File: config.mk
export PLATFORM = sky130hd
export DESIGN_NAME = dcmi_capture_top
export DESIGN_NICKNAME = d
export VERILOG_FILES = /design/src/common/dcmi_cfg_pkg.sv /design/src/common/dcmi_frame_pkg.sv /design/src/capture/dcmi_crop_counter.sv /design/src/capture/dcmi_sync_fsm.sv /design/src/capture/dcmi_word_packer.sv /design/src/verilog/dcmi_capture_top.sv
export SDC_FILE = /design/constraint.sdc
export NUM_CORES = 1
export LEC_CHECK = 0
export BUFFER_PORTS_ARGS = -buffer_cell sky130_fd_sc_hd__buf_2
export CAP_MARGIN = 10
export CORE_MARGIN = 2
export CORE_UTILIZATION = 40
export CTS_BUF_LIST = sky130_fd_sc_hd__clkbuf_8 sky130_fd_sc_hd__clkbuf_16
export CTS_CLUSTER_DIAMETER = 150
export DETAILED_ROUTE_END_ITERATION = 8
export GPL_TIMING_DRIVEN = 0
export PLACE_DENSITY = 0.6
export SETUP_SLACK_MARGIN = 0.1
export SYNTH_ARGS = -nofsm -noshare
export SYNTH_HDL_FRONTEND = slang
export SYNTH_SLANG_ARGS = --single-unit
File: constraint.sdc
create_clock -name pclk -period 3.42 [get_ports pclk]
set_clock_uncertainty 0.2 [all_clocks]
set_input_delay 0.342 -clock pclk [delete_from_list [all_inputs] [get_ports pclk]]
set_output_delay 0.342 -clock pclk [all_outputs]
set_load 0.005 [all_outputs]
File: src/common/dcmi_cfg_pkg.sv
// configuration types for the camera capture block, shared by the RTL and the testbench
package dcmi_cfg_pkg;

    // --------------------------------------------------
    // widths
    // --------------------------------------------------
    localparam int PIX_W   = 14;  // widest camera bus
    localparam int COORD_W = 14;  // line and pixel coordinates
    localparam int WORD_W  = 32;  // packed output word

    // camera bus width
    typedef enum logic [1:0] {
        BUS_8  = 2'd0,
        BUS_10 = 2'd1,
        BUS_12 = 2'd2,
        BUS_14 = 2'd3
    } bus_width_e;

    // which pixels of a line are kept
    typedef enum logic [1:0] {
        BYTE_ALL      = 2'd0,  // every pixel
        BYTE_EVERY_2  = 2'd1,  // odd or even, by byte_sel_start
        BYTE_EVERY_4  = 2'd2,  // 0, 4, 8 ...
        BYTE_TWO_OF_4 = 2'd3   // 0-1, 4-5, 8-9 ...
    } byte_sel_e;

    // one crop axis
    typedef struct packed {
        logic [COORD_W-1:0] start;
        logic [COORD_W-1:0] size;
    } window_t;

    // all control inputs of the block
    typedef struct packed {
        logic       block_en;
        logic       capture_en;
        logic       snapshot;     // stop after one frame
        logic       crop_en;
        logic       hsync_pol;    // 1 inverts hsync
        logic       vsync_pol;    // 1 inverts vsync
        bus_width_e bus_width;
        logic [1:0] frame_sel;    // keep one frame of frame_sel + 1
        byte_sel_e  byte_sel;
        logic       line_sel_en;  // keep one line of two
        logic       line_sel_start;
        logic       byte_sel_start;
        window_t    line_win;
        window_t    pixel_win;
    } capture_cfg_t;

    // camera parallel port
    typedef struct packed {
        logic             vsync;
        logic             hsync;
        logic [PIX_W-1:0] data;
    } cam_pins_t;

endpackage

File: src/common/dcmi_frame_pkg.sv
// capture state, per-axis events and status, packer lane and output word types
package dcmi_frame_pkg;

    // --------------------------------------------------
    // capture state machine
    // --------------------------------------------------
    typedef enum logic [2:0] {
        IDLE             = 3'd0,
        WAIT_FRAME_START = 3'd1,
        WAIT_LINE_START  = 3'd2,
        LINE_RECV        = 3'd3,
        WAIT_LINE_END    = 3'd4,
        WAIT_FRAME_END   = 3'd5,
        FRAME_END        = 3'd6
    } capture_state_e;

    // crop axes
    localparam int AXIS_LINE  = 0;
    localparam int AXIS_PIXEL = 1;
    localparam int N_AXES     = 2;

    // strobes from the FSM into one crop counter
    typedef struct packed {
        logic start;  // restart the axis
        logic step;   // advance by one
    } axis_event_t;

    // state of one crop counter
    typedef struct packed {
        logic                              active;  // inside the window
        logic                              at_end;  // last coordinate of the window
        logic [dcmi_cfg_pkg::COORD_W-1:0]  count;
    } axis_status_t;

    // everything the word packer needs from the FSM
    typedef struct packed {
        logic [dcmi_cfg_pkg::PIX_W-1:0] pix;          // latched, masked by bus width
        logic                           in_line;      // FSM in LINE_RECV
        logic                           hsync_act;    // registered hsync, aligned with pix
        logic                           frame_start;  // strobe
        logic                           frame_end;    // same cycle as the irq pulse
    } lane_t;

    // interrupt pulses
    typedef struct packed {
        logic line_start;
        logic frame_start;
        logic frame_end;
    } irq_t;

    // output word, bytes in 8-bit mode, halves otherwise
    typedef union packed {
        logic [3:0][7:0]  bytes;
        logic [1:0][15:0] halves;
    } pixel_word_u;

endpackage

File: src/capture/dcmi_crop_counter.sv
// crop window counter for one axis, instantiated once for lines and once for pixels
module dcmi_crop_counter (
    input  logic                         pclk,
    input  logic                         rstn,
    input  logic                         enable,
    input  logic                         crop_en,
    input  dcmi_cfg_pkg::window_t        window,
    input  dcmi_frame_pkg::axis_event_t  evt,
    output dcmi_frame_pkg::axis_status_t stat
);

    logic [dcmi_cfg_pkg::COORD_W-1:0] count;
    logic [dcmi_cfg_pkg::COORD_W-1:0] start_m1, size_m1;
    logic                             active;

    assign start_m1 = window.start - 1'b1;
    assign size_m1  = window.size - 1'b1;

    // skip up to the window start, then count again from zero
    always_ff @(posedge pclk or negedge rstn) begin
        if (!rstn) begin
            count  <= '0;
            active <= 1'b0;
        end else if (!enable) begin
            count  <= '0;
            active <= 1'b0;
        end else if (evt.start) begin
            count  <= '0;
            active <= !crop_en || (window.start == '0);
        end else if (evt.step) begin
            if (!active && count == start_m1) begin
                count  <= '0;
                active <= 1'b1;
            end else begin
                count <= count + 1'b1;
            end
        end
    end

    assign stat.active = active;
    assign stat.at_end = crop_en && active && (count == size_m1);
    assign stat.count  = count;

endmodule

File: src/capture/dcmi_sync_fsm.sv
// follows external vsync/hsync framing, latches pixel data and drives the crop strobes and irqs
module dcmi_sync_fsm (
    input  logic                         pclk,
    input  logic                         rstn,
    input  dcmi_cfg_pkg::cam_pins_t      cam,
    input  dcmi_cfg_pkg::capture_cfg_t   cfg,
    input  dcmi_frame_pkg::axis_status_t axis_stat [dcmi_frame_pkg::N_AXES],
    output dcmi_frame_pkg::axis_event_t  axis_evt [dcmi_frame_pkg::N_AXES],
    output dcmi_frame_pkg::lane_t        lane,
    output dcmi_frame_pkg::irq_t         irq
);

    dcmi_frame_pkg::capture_state_e state, next_st;

    logic vsync, hsync;      // polarity corrected, active low
    logic vsync_d, hsync_d;
    logic [dcmi_cfg_pkg::PIX_W-1:0] pix_mask, pix_q;
    logic snap_done;         // snapshot frame already taken
    logic vsync_fall, vsync_rise, hsync_fall, hsync_rise;
    logic line_end_ok, pixel_end_ok;
    logic frame_go, line_go, line_step;

    // --------------------------------------------------
    // input latching
    // --------------------------------------------------
    assign vsync = cam.vsync ^ cfg.vsync_pol;
    assign hsync = cam.hsync ^ cfg.hsync_pol;

    always_ff @(posedge pclk or negedge rstn) begin
        if (!rstn) begin
            vsync_d <= 1'b0;
            hsync_d <= 1'b0;
        end else if (!cfg.block_en) begin
            vsync_d <= 1'b0;
            hsync_d <= 1'b0;
        end else begin
            vsync_d <= vsync;
            hsync_d <= hsync;
        end
    end

    always_comb begin
        case (cfg.bus_width)
            dcmi_cfg_pkg::BUS_8:  pix_mask = 14'h00ff;
            dcmi_cfg_pkg::BUS_10: pix_mask = 14'h03ff;
            dcmi_cfg_pkg::BUS_12: pix_mask = 14'h0fff;
            default:              pix_mask = 14'h3fff;
        endcase
    end

    always_ff @(posedge pclk) begin
        pix_q <= cam.data & pix_mask;
    end

    // edges between registered and live sync
    assign vsync_fall = vsync_d & ~vsync;  // frame start
    assign vsync_rise = ~vsync_d & vsync;  // frame end
    assign hsync_fall = hsync_d & ~hsync;
    assign hsync_rise = ~hsync_d & hsync;

    assign line_end_ok  = axis_stat[dcmi_frame_pkg::AXIS_LINE].at_end;
    assign pixel_end_ok = axis_stat[dcmi_frame_pkg::AXIS_PIXEL].at_end;

    // --------------------------------------------------
    // capture state machine
    // --------------------------------------------------
    always_ff @(posedge pclk or negedge rstn) begin
        if (!rstn) begin
            state <= dcmi_frame_pkg::IDLE;
        end else if (!cfg.block_en) begin
            state <= dcmi_frame_pkg::IDLE;
        end else begin
            state <= next_st;
        end
    end

    always_comb begin
        next_st = state;
        case (state)
            dcmi_frame_pkg::IDLE: begin
                if (cfg.capture_en && !snap_done) next_st = dcmi_frame_pkg::WAIT_FRAME_START;
            end
            dcmi_frame_pkg::WAIT_FRAME_START: begin
                if (vsync_fall) next_st = dcmi_frame_pkg::WAIT_LINE_START;
            end
            dcmi_frame_pkg::WAIT_LINE_START: begin
                if (vsync_rise) next_st = dcmi_frame_pkg::FRAME_END;
                else if (hsync_fall) next_st = dcmi_frame_pkg::LINE_RECV;
            end
            dcmi_frame_pkg::LINE_RECV, dcmi_frame_pkg::WAIT_LINE_END: begin
                if (vsync_rise) begin
                    next_st = dcmi_frame_pkg::FRAME_END;  // frame cut short
                end else if (hsync_rise) begin
                    next_st = line_end_ok ? dcmi_frame_pkg::WAIT_FRAME_END
                                          : dcmi_frame_pkg::WAIT_LINE_START;
                end else if (state == dcmi_frame_pkg::LINE_RECV && pixel_end_ok) begin
                    next_st = dcmi_frame_pkg::WAIT_LINE_END;  // rest of line is outside window
                end
            end
            dcmi_frame_pkg::WAIT_FRAME_END: begin
                if (vsync_rise) next_st = dcmi_frame_pkg::FRAME_END;
            end
            dcmi_frame_pkg::FRAME_END: begin
                if (cfg.snapshot || !cfg.capture_en) next_st = dcmi_frame_pkg::IDLE;
                else next_st = dcmi_frame_pkg::WAIT_FRAME_START;
            end
            default: next_st = dcmi_frame_pkg::IDLE;
        endcase
    end

    // held until capture is dropped, so one snapshot gives one frame
    always_ff @(posedge pclk or negedge rstn) begin
        if (!rstn) begin
            snap_done <= 1'b0;
        end else if (!cfg.block_en || !cfg.capture_en) begin
            snap_done <= 1'b0;
        end else if (state == dcmi_frame_pkg::FRAME_END && cfg.snapshot) begin
            snap_done <= 1'b1;
        end
    end

    // --------------------------------------------------
    // strobes and interrupts
    // --------------------------------------------------
    assign frame_go  = (state == dcmi_frame_pkg::WAIT_FRAME_START) &&
                       (next_st != dcmi_frame_pkg::WAIT_FRAME_START);
    assign line_go   = (state != dcmi_frame_pkg::LINE_RECV) &&
                       (next_st == dcmi_frame_pkg::LINE_RECV);
    assign line_step = hsync_rise && (state == dcmi_frame_pkg::LINE_RECV ||
                                      state == dcmi_frame_pkg::WAIT_LINE_END);

    assign axis_evt[dcmi_frame_pkg::AXIS_LINE].start  = frame_go;
    assign axis_evt[dcmi_frame_pkg::AXIS_LINE].step   = line_step;
    assign axis_evt[dcmi_frame_pkg::AXIS_PIXEL].start = line_go;
    assign axis_evt[dcmi_frame_pkg::AXIS_PIXEL].step  = (state == dcmi_frame_pkg::LINE_RECV);

    always_ff @(posedge pclk or negedge rstn) begin
        if (!rstn) begin
            irq <= '0;
        end else if (!cfg.block_en) begin
            irq <= '0;
        end else begin
            irq.line_start  <= line_go;
            irq.frame_start <= frame_go;
            irq.frame_end   <= (state == dcmi_frame_pkg::FRAME_END);
        end
    end

    assign lane.pix         = pix_q;
    assign lane.in_line     = (state == dcmi_frame_pkg::LINE_RECV);
    assign lane.hsync_act   = ~hsync_d;  // hsync of the latched pixel
    assign lane.frame_start = frame_go;
    assign lane.frame_end   = irq.frame_end;

endmodule

File: src/capture/dcmi_word_packer.sv
// applies frame, line and byte selection and packs kept pixels into 32-bit words
module dcmi_word_packer (
    input  logic                         pclk,
    input  logic                         rstn,
    input  dcmi_cfg_pkg::capture_cfg_t   cfg,
    input  dcmi_frame_pkg::lane_t        lane,
    input  dcmi_frame_pkg::axis_status_t axis_stat [dcmi_frame_pkg::N_AXES],
    output logic                         dout_vld,
    output dcmi_frame_pkg::pixel_word_u  dout
);

    logic [1:0] frame_cnt;
    logic [1:0] fill, fill_max;  // next lane of the word
    logic       frame_keep, line_keep, pix_keep, take;
    logic [dcmi_cfg_pkg::COORD_W-1:0] line_cnt, pix_cnt;
    dcmi_frame_pkg::pixel_word_u word_q, word_n;

    assign line_cnt = axis_stat[dcmi_frame_pkg::AXIS_LINE].count;
    assign pix_cnt  = axis_stat[dcmi_frame_pkg::AXIS_PIXEL].count;

    // frame selection, wraps at the programmed value
    always_ff @(posedge pclk or negedge rstn) begin
        if (!rstn) begin
            frame_cnt <= '0;
        end else if (!cfg.block_en) begin
            frame_cnt <= '0;
        end else if (lane.frame_end) begin
            frame_cnt <= (frame_cnt == cfg.frame_sel) ? 2'd0 : frame_cnt + 2'd1;
        end
    end
    assign frame_keep = (frame_cnt == 2'd0);

    // --------------------------------------------------
    // qualifiers
    // --------------------------------------------------
    assign line_keep = axis_stat[dcmi_frame_pkg::AXIS_LINE].active &&
                       (!cfg.line_sel_en || line_cnt[0] == cfg.line_sel_start);

    always_comb begin
        case (cfg.byte_sel)
            dcmi_cfg_pkg::BYTE_ALL:     pix_keep = 1'b1;
            dcmi_cfg_pkg::BYTE_EVERY_2: pix_keep = (pix_cnt[0] == cfg.byte_sel_start);
            dcmi_cfg_pkg::BYTE_EVERY_4: pix_keep = (pix_cnt[1:0] == 2'd0);
            default:                    pix_keep = ~pix_cnt[1];  // pairs out of four
        endcase
        pix_keep = pix_keep && axis_stat[dcmi_frame_pkg::AXIS_PIXEL].active;
    end

    assign take     = lane.in_line && lane.hsync_act && frame_keep && line_keep && pix_keep;
    assign fill_max = (cfg.bus_width == dcmi_cfg_pkg::BUS_8) ? 2'd3 : 2'd1;

    // --------------------------------------------------
    // word assembly
    // --------------------------------------------------
    always_comb begin
        word_n = (fill == 2'd0) ? '0 : word_q;  // fresh word starts zeroed
        if (cfg.bus_width == dcmi_cfg_pkg::BUS_8)
            word_n.bytes[fill] = lane.pix[7:0];
        else
            word_n.halves[fill[0]] = 16'(lane.pix);  // zero-extended
    end

    always_ff @(posedge pclk) begin
        if (take) word_q <= word_n;
    end

    always_ff @(posedge pclk or negedge rstn) begin
        if (!rstn) begin
            fill     <= '0;
            dout_vld <= 1'b0;
        end else if (!cfg.block_en || lane.frame_start) begin
            fill     <= '0;
            dout_vld <= 1'b0;
        end else if (take) begin
            fill     <= (fill == fill_max) ? 2'd0 : fill + 2'd1;
            dout_vld <= (fill == fill_max);
        end else begin
            dout_vld <= lane.frame_end && (fill != 2'd0);  // flush partial word
            if (lane.frame_end) fill <= '0;
        end
    end

    assign dout = word_q;

endmodule

File: src/verilog/dcmi_capture_top.sv
// top level of the camera capture block, connects the sync FSM, crop counters and packer
module dcmi_capture_top (
    input  logic                        pclk,
    input  logic                        rstn,
    input  dcmi_cfg_pkg::cam_pins_t     cam,
    input  dcmi_cfg_pkg::capture_cfg_t  cfg,
    output dcmi_frame_pkg::irq_t        irq,
    output logic                        dout_vld,
    output dcmi_frame_pkg::pixel_word_u dout
);

    dcmi_frame_pkg::axis_event_t  axis_evt  [dcmi_frame_pkg::N_AXES];
    dcmi_frame_pkg::axis_status_t axis_stat [dcmi_frame_pkg::N_AXES];
    dcmi_frame_pkg::lane_t        lane;

    dcmi_sync_fsm i_sync_fsm (
        .pclk      (pclk),
        .rstn      (rstn),
        .cam       (cam),
        .cfg       (cfg),
        .axis_stat (axis_stat),
        .axis_evt  (axis_evt),
        .lane      (lane),
        .irq       (irq)
    );

    // --------------------------------------------------
    // crop counters, index 0 lines, index 1 pixels
    // --------------------------------------------------
    for (genvar i = 0; i < dcmi_frame_pkg::N_AXES; i++) begin : g_axis
        dcmi_crop_counter i_crop (
            .pclk    (pclk),
            .rstn    (rstn),
            .enable  (cfg.block_en),
            .crop_en (cfg.crop_en),
            .window  ((i == dcmi_frame_pkg::AXIS_LINE) ? cfg.line_win : cfg.pixel_win),
            .evt     (axis_evt[i]),
            .stat    (axis_stat[i])
        );
    end

    dcmi_word_packer i_packer (
        .pclk      (pclk),
        .rstn      (rstn),
        .cfg       (cfg),
        .lane      (lane),
        .axis_stat (axis_stat),
        .dout_vld  (dout_vld),
        .dout      (dout)
    );

endmodule
-- Word-level counts from Yosys, hierarchy flattened
Cells that the tools add are included.
- register bits: 90
- input bits: 89
- $add $sub $neg: 8
- order comparisons: 4
- equality and inequality tests: 26
- multiplexer cells: 53
- bitwise logic cells: 12
- reduce and logical (&&, ||, !) cells: 49
- operators with widths (kind ; number):
    $mux W14 ; 8
    $bwmux W32 ; 2
    $mux W32 ; 2
    $eq A14 B14 Y1 ; 4
    $sub A14 B1 Y14 const B ; 4
    $pmux W14 S3 ; 1
    $mux W3 ; 11
    $add A14 B1 Y14 const B ; 2
    $logic_not A14 Y1 ; 2
    $logic_and A1 B1 Y1 ; 21
    $pmux W3 S6 ; 1
    $demux W16 S1 ; 1
    $demux W8 S2 ; 1
    $mux W16 ; 1
    $mux W2 ; 8
    $mux W1 ; 15
    $ne A3 B1 Y1 const B ; 5
    $and A14 B14 Y14 ; 1
    $logic_not A2 Y1 ; 5
    $eq A3 B2 Y1 const B ; 3
    $eq A3 B3 Y1 const B ; 3
    $mux W8 ; 1
    $logic_not A1 Y1 ; 7
    $logic_or A1 B1 Y1 ; 7
    21 further kinds ; 36

-- Depth between registers and ports, before layout
Gate-level depths: netlist of the first run.
- depth in word-level cells: 12
- depth in mapped cells: 12
- depth with buffers taken out: 10

-- Cells and area by module
Synthesis of the first run repeated with hierarchy kept, for this count alone.
- cells, all modules: 748
- area total of the unflattened synthesis: 6909.1 um2
- by module, submodules not included (module ; instances ; cells each ; area each (um2) ; seq. area each (um2)):
    dcmi_crop_counter ; 2 ; 237 ; 1936.9 ; 375.4
    dcmi_word_packer ; 1 ; 187 ; 2064.5 ; 1086.0
    dcmi_sync_fsm ; 1 ; 87 ; 970.9 ; 505.5

-- Worst setup path before layout of the first run
Ideal clock, no wire load.
- path kind: input port to flip-flop
- from: input cfg[0] (netlist bit)
- to: register i_sync_fsm.state[1]
- setup time: 0.123 ns
- arrival time: 2.637 ns
- required time: 3.097 ns
- setup slack: 0.460 ns
- cell stages on the path: 11
- path buffers: 1
- cell sequence: inv_1 > ha_1 > or4b_2 > clkbuf_1 > nor4_1 > xnor2_1 > nand4_1 > a2111o_1 > a22o_1 > a211oi_1 > nor2_1
- word-level cells in the longest chain between the ends: 9
- RTL lines (what ; RTL line ; source):
    start, declared ; dcmi_capture_top.sv:6 ; input dcmi_cfg_pkg::capture_cfg_t cfg,
    $sub A14 B1 Y14 ; dcmi_crop_counter.sv:17 ; assign size_m1 = window.size - 1'b1;
    $eq A14 B14 Y1 ; dcmi_crop_counter.sv:41 ; assign stat.at_end = crop_en && active && (count == size_m1);
    $logic_and A1 B1 Y1 ; dcmi_crop_counter.sv:41 ;
    $logic_and A1 B1 Y1 ; dcmi_sync_fsm.sv:96 ; end else if (state == dcmi_frame_pkg::LINE_RECV && pixel_end_ok) begin
    $mux W3 ; dcmi_sync_fsm.sv:96 ;
    $mux W3 ; dcmi_sync_fsm.sv:93 ; end else if (hsync_rise) begin
    $mux W3 ; dcmi_sync_fsm.sv:91 ; if (vsync_rise) begin
    $pmux W3 S6 ; dcmi_sync_fsm.sv:79 ; case (state)
    $mux W3 ; dcmi_sync_fsm.sv:70 ; end else if (!cfg.block_en) begin
    end signal, assigned ; dcmi_sync_fsm.sv:69 ; state <= dcmi_frame_pkg::IDLE;
    end signal, assigned ; dcmi_sync_fsm.sv:71 ; state <= dcmi_frame_pkg::IDLE;
    end signal, assigned ; dcmi_sync_fsm.sv:73 ; state <= next_st;
    end, declared ; dcmi_sync_fsm.sv:13 ; dcmi_frame_pkg::capture_state_e state, next_st;
No other way between the ends.
A chain may end at the register's enable or synchronous reset.

-- Worst setup path after layout of the first run
Ends and elaborated chain as after synthesis.

==> flow_summary.toml, run 1 <==
[outcome]
status = "finished, violations left"
violations = "hold timing"

[die]
num_rows = 46
die_y_um = 131
boundaryPins = 125
die_area_mm2 = 0.0171
coreArea_mm2 = 0.0158
start_util = 0.407
die_x_um = 131

[setup_path]
critPathKind = "in -> reg"
cp-start-kind = "input pin"
critical_path_arrival_ns = 3.19
critical_path_required_ns = 3.45
crit_path_max_fanout = 7
cp-end-kind = "flip-flop"

[synth]
ys_ff_latch = 90
synth_nets = 840
synthCells = 737
synth_area_per_cell_um2 = 8.70
synthArstFlopShare = 0.489
ys_seq_area_frac = 0.365
syn_area_mm2 = 0.00641
synth_warnings = 0
synth-main-ff-cell = "dfrtp_1"
synth-edff-count = 32
netlist-cell-type-count = 79

[route]
drt-initial-drc-count = 397
vias = 5885
wl_mm = 17.3
drt-vias-per-instance = 5.33
dr.pass1.iters = 5
wl_per_cell_um = 15.7
ant_nets = 0
drc_errors = 0

[worst_hold_path]
hold_class = "in -> async"

[timing]
max_slew_margin = 0.300
finalHoldViolations = 17
setup_viol = 0
post-route-period-util = 0.922
fmax_mhz = 317
final.setup.tns_ns = 0
maxSlewViolCount = 0
period_minus_slack_ns = 3.15
hold_slack_ns = -0.0164
rsz0062_at_grt = "false"
worst_pin_slew_ns = 1.05

[power_and_ir_drop]
p_per_area_mw_per_mm2 = 340
power_frac_comb = 0.174
p_switching_w = 0.000725
swShare = 0.275
clockPowerShare = 0.384
p_int_w = 0.00191
seq_power_share = 0.443
p_leak_nw = 3.14
ir_worst_vdd_v = 0.000252

[global_routing]
antenna_found_initial = 0
grt_max_degree = 45
grtUsageTotal = 0.205
grt_overflow_total = 0
grt_pass1_vias = 5435
grt_pass1_wl_mm = 27.6

[cts]
cts_tree = "built"
clockRootBuffer = "clkbuf_16"
cts_buffers = 9
clk_path_buf_depth = 2
h-tree-depth = 3
cts.sinks = 90
clkTransAtPathRegs_ns = 0.07
insertion_delay_ns = 0.35

[cells_and_area]
layout_common_cells = "buf_2, nor2_1, nand2_1, xnor2_1, dfrtp_1"
drive_above_1_share = 0.195
syn_to_final_growth_pct = 20.6
fillerInstances = 1574
utilization = 0.490
final_net_count = 986
diodes = 0
final_common_cell = "buf_2"

[placed_design]
place_congestion = 0.887
dp_hpwl_mm = 13.2
port-buffer-count = 123

[run]
cap_violations = 0
per-layer routing:
layer,up-vias,track usage,part of all wire
met5,-,0,0
met4,0,0.0488,0.010
met3,15,0.0411,0.055
met2,158,0.334,0.46
met1,2740,0.281,0.47
li1,2972,-,-
power by group through the flow:
stage          clock network [W]  logic [W]  registers [W]
2_1_floorplan                  0   0.000283        0.00118
3_3_place_gp                   0   0.000442        0.00119
6_report                 0.00101   0.000457        0.00117
3_5_place_dp                   0   0.000445        0.00119
4_1_cts                  0.00104   0.000456        0.00117
5_1_grt                  0.00108   0.000510        0.00117
worst max-delay path, stage by stage:
cell and delay, ns:
buf_2 0.13, inv_1 0.06, ha_1 0.27, or4b_2 0.61, clkbuf_2 0.21, nor3_2 0.20, xnor2_1 0.19, nand4_1 0.16
a2111o_1 0.51, a22o_1 0.23, a211oi_1 0.22, nor2_1 0.06
worst paths after layout:
kind,start,end,slack (ns),cells past startpoint
setup / recovery,cfg[0],i_sync_fsm.state[1]$_DFF_PN0_,0.27,12
hold / removal,rstn,i_sync_fsm.hsync_d$_DFF_PN0_,-0.02,1
setup reg to reg,i_sync_fsm.state[2]$_DFF_PN0_,g_axis[1].i_crop.count[13]$_DFFE_PN0P_,0.37,9
hold reg to reg,i_sync_fsm.snap_done$_DFFE_PN0P_,i_sync_fsm.snap_done$_DFFE_PN0P_,0.29,2
max in group asynchronous,rstn,i_packer.dout_vld$_DFF_PN0_,2.39,1
min in group pclk,cam[8],i_sync_fsm.pix_q[8]$_DFF_P_,0.02,2
flip-flops by register name, summed over array words and instances (netlist names), named ones only:
name / cells
i_sync_fsm.state: 3
i_packer.dout_vld: 1
i_sync_fsm.hsync_d: 1
i_packer.dout: 24
g_axis.i_crop.active: 2
i_sync_fsm.irq: 3
i_sync_fsm.snap_done: 1
i_sync_fsm.vsync_d: 1
i_sync_fsm.pix_q: 14
i_packer.fill: 2
g_axis.i_crop.count: 28
i_packer.frame_cnt: 2
cell type report:
type	count	area [um^2]	area share
multi-input cells	575	3800	0.492
clock inverters	7	77.6	0.0100
clock buffers	9	225	0.0291
repair buffers	135	733	0.0948
well taps	216	270	0.0349
flip-flops and latches	90	2340	0.303
plain buffers	45	183	0.0236
inverters	27	101	0.0131
logic make-up after synthesis:
family | share of synthesized area
AND/OR/NAND/NOR | 0.272
AO/OA/AOI/OAI | 0.159
XOR/XNOR | 0.124
flip-flops | 0.365
buffers and inverters | 0.0441
adder cells (fa/ha/maj) | 0.0273
multiplexers | 0.00800
synthesized netlist by cell type (3+ instances only):
cell,n,share of area
and2_1,5,0.0049
nor4_1,9,0.0088
nand3_1,43,0.034
a22o_1,9,0.012
dfrtp_1,44,0.17
a32o_1,3,0.0047
clkbuf_1,38,0.022
o22ai_1,3,0.0029
edfxtp_1,32,0.15
or2_2,6,0.0059
or3_1,12,0.012
nor3_1,27,0.021
a2111oi_0,5,0.0068
nand3b_1,5,0.0059
dfxtp_1,14,0.044
o311ai_0,3,0.0041
and4_1,5,0.0068
nand4_1,9,0.0088
o31ai_1,7,0.0082
or4_1,9,0.011
xor2_1,41,0.056
a211oi_1,5,0.0059
nor3b_1,9,0.011
nor2b_1,16,0.016
and3_1,6,0.0059
o211ai_1,3,0.0035
mux2i_1,4,0.0062
nand2b_1,10,0.0098
o21ai_0,28,0.022
nor4b_1,3,0.0041
buf_2,4,0.0031
xnor2_1,50,0.068
a222oi_1,6,0.0094
nand2_1,62,0.036
ha_1,14,0.027
nor2_1,66,0.039
a21oi_1,31,0.024
a21o_1,7,0.0082
inv_1,26,0.015
a311oi_1,6,0.0082
a31oi_1,6,0.0059
stage by stage:
stage / worst slack (ns) / hold WS, ns / total power [W] / cell area [um^2] / std cells
final: 0.267 / -0.0164 / 0.00263 / 7730 / 1104
after global routing: 0.103 / 0.0185 / 0.00276 / 7730 / 1104
after CTS: 0.216 / 0.00582 / 0.00266 / 7710 / 1103
after detailed placement: -0.113 / 0.246 / 0.00163 / 7300 / 1076
after global placement: -0.0396 / 0.248 / 0.00163 / 7300 / 1076
after floorplan: 0.460 / -0.154 / 0.00146 / 6410 / 737
timing repair:
item | in CTS | in global routing
gates resized for setup | 1 | 6
setup buffers | 0 | 1
hold buffers | 11 | 0
endpoints found under the setup margin | 8 | 13
hold endpoints to repair | 11 | 0
pin swaps | 0 | 1
Note: power is estimated with default switching activity, not from simulation.
==> inputs of run 2 (changes only) <==
PLACE_DENSITY = 0.59   (was 0.6)
SYNTH_HIERARCHICAL = 1   (was not set)
==> flow_summary.toml, run 2 <==
[power_and_ir_drop]
p_per_area_mw_per_mm2 = 309
ir_worst_vdd_v = 0.000250
p_leak_nw = 3.23

[global_routing]
antenna_found_initial = 2
grt_pass1_vias = 5594
grtUsageTotal = 0.194
grt_max_degree = 45
grt_pass1_wl_mm = 28.1
grt_overflow_total = 0

[cells_and_area]
drive_above_1_share = 0.240
seq_area_mm2 = 0.00234
utilization = 0.479
largest_reg_flops = 28
syn_to_final_growth_pct = 18.6
fillerInstances = 1718
regMostFlops = "g_axis.i_crop/count"
layout_common_cells = "buf_2, nor2_1, xor2_1, dfrtp_1, nand2_1"
final_common_cell = "buf_2"
final_net_count = 988
multiInputGateArea_mm2 = 0.00407

[synth]
synth_top_family_by_area = "simple AND/OR/NAND/NOR gates"
synth-edff-count = 32
synth_most_common_cell = "nor2_1"
synth-main-ff-cell = "dfrtp_1"
synth_area_leaders = "dfrtp_1, edfxtp_1, xor2_1"
synth-simple-area-share = 0.261
ys_ff_latch = 90
netlist-cell-type-count = 88
synthCells = 748
synth_warnings = 6
yosysTopAreaCell = "dfrtp_1"
yosys.area.top_type_share = 0.159
synth_nets = 848
synthAdderAreaFrac = 0.0199
synthArstFlopShare = 0.489
yosys-top-cells-count = "nor2_1, xor2_1, dfrtp_1"
ys_seq_area_frac = 0.339
synth_xor_area_frac = 0.109
synth_area_per_cell_um2 = 9.24
syn_area_mm2 = 0.00691
synthMuxAreaShare = 0.0212
synth-compound-area-share = 0.179

[die]
boundaryPins = 125
die_area_mm2 = 0.0183
num_rows = 48
coreArea_mm2 = 0.0171
die_x_um = 135
die_y_um = 135
start_util = 0.404

[cts]
cts_setup_buffers = 0
cts.sinks = 90
insertion_delay_ns = 0.36
h-tree-depth = 3
clkTransAtPathRegs_ns = 0.07
cts_tree = "built"
clk_path_buf_depth = 2
cts_buffers = 9
clockRootBuffer = "clkbuf_16"

[timing]
worst_pin_slew_ns = 1.06
period_minus_slack_ns = 2.97
finalHoldViolations = 44
fmax_mhz = 336
maxSlewViolCount = 0
post-route-period-util = 0.869
hold_slack_ns = -0.0323
rsz0062_at_grt = "false"
setup_viol = 0
final.setup.tns_ns = 0
max_slew_margin = 0.296

[route]
vias = 6062
wl_mm = 17.6
dr.pass1.iters = 7
drc_errors = 0
drt-initial-drc-count = 284
wl_per_cell_um = 15.7
drt-vias-per-instance = 5.41
ant_nets = 0

[placed_design]
dp_hpwl_mm = 13.5
place_congestion = 0.865
port-buffer-count = 120

[setup_path]
crit_path_max_fanout = 6
critical_path_required_ns = 3.45
cp-start-kind = "input pin"
critPathKind = "in -> reg"
r2r-start = "g_axis[0].i_crop/count[5]$_DFFE_PN0P_"
critical_path_arrival_ns = 3.01
startpoint = "cfg[32]"
cp-end-kind = "flip-flop"

[outcome]
status = "finished, violations left"
violations = "hold timing"

[run]
cap_violations = 0

[worst_hold_path]
hold_class = "in -> async"
[run 2: cell types whose count changed after synthesis, sizes merged, moves of 9 or more]
cell / delta
o211ai: +10
nand3: -18
nand2: -19
nand4: +9
nand2b: +11
buf: +16
nor2: -13
xnor2: -12
inv: +15
clkbuf: -12
[run 2: final timing paths]
path | endpoint | slack (ns) | depth (start not counted)
hold reg to reg | i_sync_fsm/snap_done$_DFFE_PN0P_ | 0.31 | 2
hold / removal | g_axis[0].i_crop/count[5]$_DFFE_PN0P_ | -0.03 | 1
setup reg to reg | i_sync_fsm/state[1]$_DFF_PN0_ | 0.50 | 10
setup / recovery | i_sync_fsm/state[2]$_DFF_PN0_ | 0.45 | 11
min in group pclk | i_sync_fsm/pix_q[11]$_DFF_P_ | 0.02 | 2
max in group asynchronous | i_packer/fill[0]$_DFFE_PN0P_ | 2.40 | 1
[run 2: per-stage QoR]
step / cells / hold WS (ns) / worst slack, ns / area (um^2) / total power, W
global route: 1119 / 0.00661 / 0.175 / 8190 / 0.00265
global placement: 1093 / 0.245 / 0.0833 / 7790 / 0.00153
CTS: 1118 / 0.00179 / 0.328 / 8190 / 0.00256
detailed placement: 1093 / 0.246 / 0.0632 / 7790 / 0.00153
finish: 1120 / -0.0323 / 0.446 / 8190 / 0.00254
floorplan: 748 / -0.154 / 0.264 / 6910 / 0.00138
[run 2: final cells by class]
type,instances,area share
multi-input combinational,568,0.497
clock buffer,9,0.0275
tap,225,0.0344
clock inverter,7,0.00993
sequential,90,0.286
timing repair buffer,129,0.0843
inverter,41,0.0188
antenna,2,0.000611
buffer,49,0.0417
[run 2: power by group]
group / total, W / leakage (nW) / internal [W] / switching (W)
Combinational: 0.000371 / 2.07 / 0.000167 / 0.000205
Sequential: 0.00115 / 1.02 / 0.00113 / 0.0000202
Clock: 0.00102 / 0.150 / 0.000522 / 0.000493
[run 2: cell families (layout without fill, tap and decap cells)]
family	count (synthesis)	count (layout)
fa+ha+maj	11	11
buf+inv	90	235
simple gates	299	299
mux	14	14
xor+xnor	83	83
other cells	0	2
flops	90	90
compound gates	161	161
[run 2: critical path, cell delays in order]
cell and delay [ns]:
buf_2 0.14, or4_4 0.51, buf_6 0.15, nor4_4 0.32, mux2_1 0.36, mux2i_1 0.14, o21ai_1 0.07, and4_1 0.24
or3_4 0.39, o311ai_1 0.25, o21ai_1 0.10
[run 2: what timing repair did]
action,4_1_cts,5_1_grt
endpoints found under the setup margin,0,1
hold buffers,9,0
gates resized for setup,0,2
hold endpoints to repair,9,0
[run 2: layer usage]
metal,track usage,part of all wire,up-vias
li1,-,-,3030
met1,0.267,0.48,2839
met2,0.314,0.44,173
met3,0.0239,0.052,20
met4,0.0694,0.021,0
met5,0,0,-
==> inputs of run 3 (changes only) <==
CORE_UTILIZATION = 49   (was 40)
PLACE_DENSITY = 0.71   (was 0.59)
==> flow_summary.toml, run 3 (synthesis gave the netlist of run 2 again) <==
[setup_path]
cp-start-kind = "input pin"
crit_path_max_fanout = 6
slowest_delay_ns = 0.51
critical_path_arrival_ns = 2.99
path_buf_inv = 2
crit_path_frequent_cell = "o21ai_1"
crit_chain = "buf_2 > or4_4 > buf_6 > nor4_4 > mux2_1 > mux2i_1 > o21ai_1 > and4_1 > or3_4 > o311ai_1 > o21ai_1"
critPathSlowestCell = "or4_4"
critical_path_required_ns = 3.45
cp_top_family = "simple AND/OR/NAND/NOR gates"
critPathKind = "in -> reg"
cp-end-kind = "flip-flop"

[die]
die_y_um = 123
die_area_mm2 = 0.0151
start_util = 0.500
coreArea_mm2 = 0.0138
die_x_um = 123
num_rows = 43
boundaryPins = 125

[route]
drt-initial-drc-count = 531
drt-vias-per-instance = 5.73
wl_mm = 16.9
drc_errors = 0
vias = 6159
dr.pass1.iters = 5
wl_per_cell_um = 15.8
ant_nets = 0

[cells_and_area]
utilization = 0.589
fillerInstances = 1225
syn_to_final_growth_pct = 17.9
final_net_count = 989
final_common_cell = "buf_2"
seq_area_mm2 = 0.00234
multiInputGateArea_mm2 = 0.00407
largest_reg_flops = 28
layout_common_cells = "buf_2, nor2_1, xor2_1, dfrtp_1, nand2_1"
regMostFlops = "g_axis.i_crop/count"
drive_above_1_share = 0.239
diodes = 0

[global_routing]
grtUsageTotal = 0.226
grt_pass1_vias = 5484
grt_overflow_total = 0
antenna_found_initial = 0
grt.met3_usage = 0.0260
gr-usage-met1 = 0.314
use_met2 = 0.363
busiest_layer = "met2"
grt_max_degree = 45
grt_pass1_wl_mm = 26.9

[cts]
cts_setup_buffers = 0
insertion_delay_ns = 0.35
h-tree-depth = 3
clockRootBuffer = "clkbuf_16"
cts_buffers = 9
cts.sinks = 90
clk_path_buf_depth = 2
cts_tree = "built"
clkTransAtPathRegs_ns = 0.07

[timing]
maxSlewViolCount = 0
max_slew_margin = 0.308
fmax_mhz = 337
period_minus_slack_ns = 2.97
hold_slack_ns = -0.0266
worst_pin_slew_ns = 1.04
setup_viol = 0
finalHoldViolations = 44
rsz0062_at_grt = "false"
post-route-period-util = 0.868
final.setup.tns_ns = 0

[placed_design]
port-buffer-count = 120
place_congestion = 0.825
dp_hpwl_mm = 12.8

[power_and_ir_drop]
clockPowerShare = 0.408
p_int_w = 0.00188
ir_worst_vdd_v = 0.000270
power_frac_comb = 0.144
p_leak_nw = 3.23
swShare = 0.268
p_per_area_mw_per_mm2 = 315
p_switching_w = 0.000686
seq_power_share = 0.448

[outcome]
violations = "hold timing"
status = "finished, violations left"

[run]
cap_violations = 0

[worst_hold_path]
hold_class = "in -> async"
==> run 3: layout make-up <==
class | count | share of cell area
inverters | 41 | 0.0189
repair buffers | 130 | 0.0860
well taps | 180 | 0.0276
clock inverters | 7 | 0.0101
multi-input cells | 568 | 0.500
clock buffers | 9 | 0.0276
plain buffers | 49 | 0.0419
flip-flops and latches | 90 | 0.288
==> run 3: what timing repair did <==
action / 4_1_cts / 5_1_grt
setup endpoints to repair: 0 / 1
resized for setup: 0 / 3
hold buffers: 10 / 0
endpoints found under the hold margin: 10 / 0
==> run 3: power by group through the flow <==
stage               Clock [W]  Combinational (W)  Sequential, W
floorplan                   0           0.000217        0.00116
global placement            0           0.000355        0.00117
detailed placement          0           0.000357        0.00117
CTS                   0.00106           0.000368        0.00115
global route          0.00110           0.000407        0.00115
finish                0.00104           0.000369        0.00115
==> run 3: final timing paths <==
check | from | endpoint | slack (ns) | cells past startpoint
max | cfg[32] | i_sync_fsm/state[2]$_DFF_PN0_ | 0.45 | 11
max in group asynchronous | rstn | g_axis[1].i_crop/count[3]$_DFFE_PN0P_ | 2.41 | 1
min | rstn | g_axis[1].i_crop/count[6]$_DFFE_PN0P_ | -0.03 | 1
max reg2reg | g_axis[0].i_crop/count[5]$_DFFE_PN0P_ | i_sync_fsm/state[1]$_DFF_PN0_ | 0.47 | 10
min in group pclk | cam[8] | i_sync_fsm/pix_q[8]$_DFF_P_ | 0.01 | 2
min reg2reg | i_sync_fsm/snap_done$_DFFE_PN0P_ | i_sync_fsm/snap_done$_DFFE_PN0P_ | 0.31 | 2
==> run 3: per-stage QoR <==
| stage | cells | power (W) | hold WS [ns] | setup slack [ns] | cell area, um^2 |
|---|---|---|---|---|---|
| 6_report | 1074 | 0.00256 | -0.0266 | 0.453 | 8150 |
| 2_1_floorplan | 748 | 0.00138 | -0.154 | 0.264 | 6910 |
| 3_3_place_gp | 1048 | 0.00153 | 0.246 | 0.109 | 7730 |
| 3_5_place_dp | 1048 | 0.00153 | 0.247 | 0.109 | 7730 |
| 5_1_grt | 1074 | 0.00266 | 0.00611 | 0.164 | 8150 |
| 4_1_cts | 1074 | 0.00258 | 0.00224 | 0.307 | 8140 |
==> run 3: routing by layer <==
| layer | share of wire | wire length (um) | up-vias |
|---|---|---|---|
| met5 | 0 | 0 | - |
| met4 | 0.020 | 339 | 0 |
| met3 | 0.054 | 922 | 24 |
| met2 | 0.46 | 7830 | 191 |
| met1 | 0.46 | 7850 | 2927 |
| li1 | - | - | 3017 |
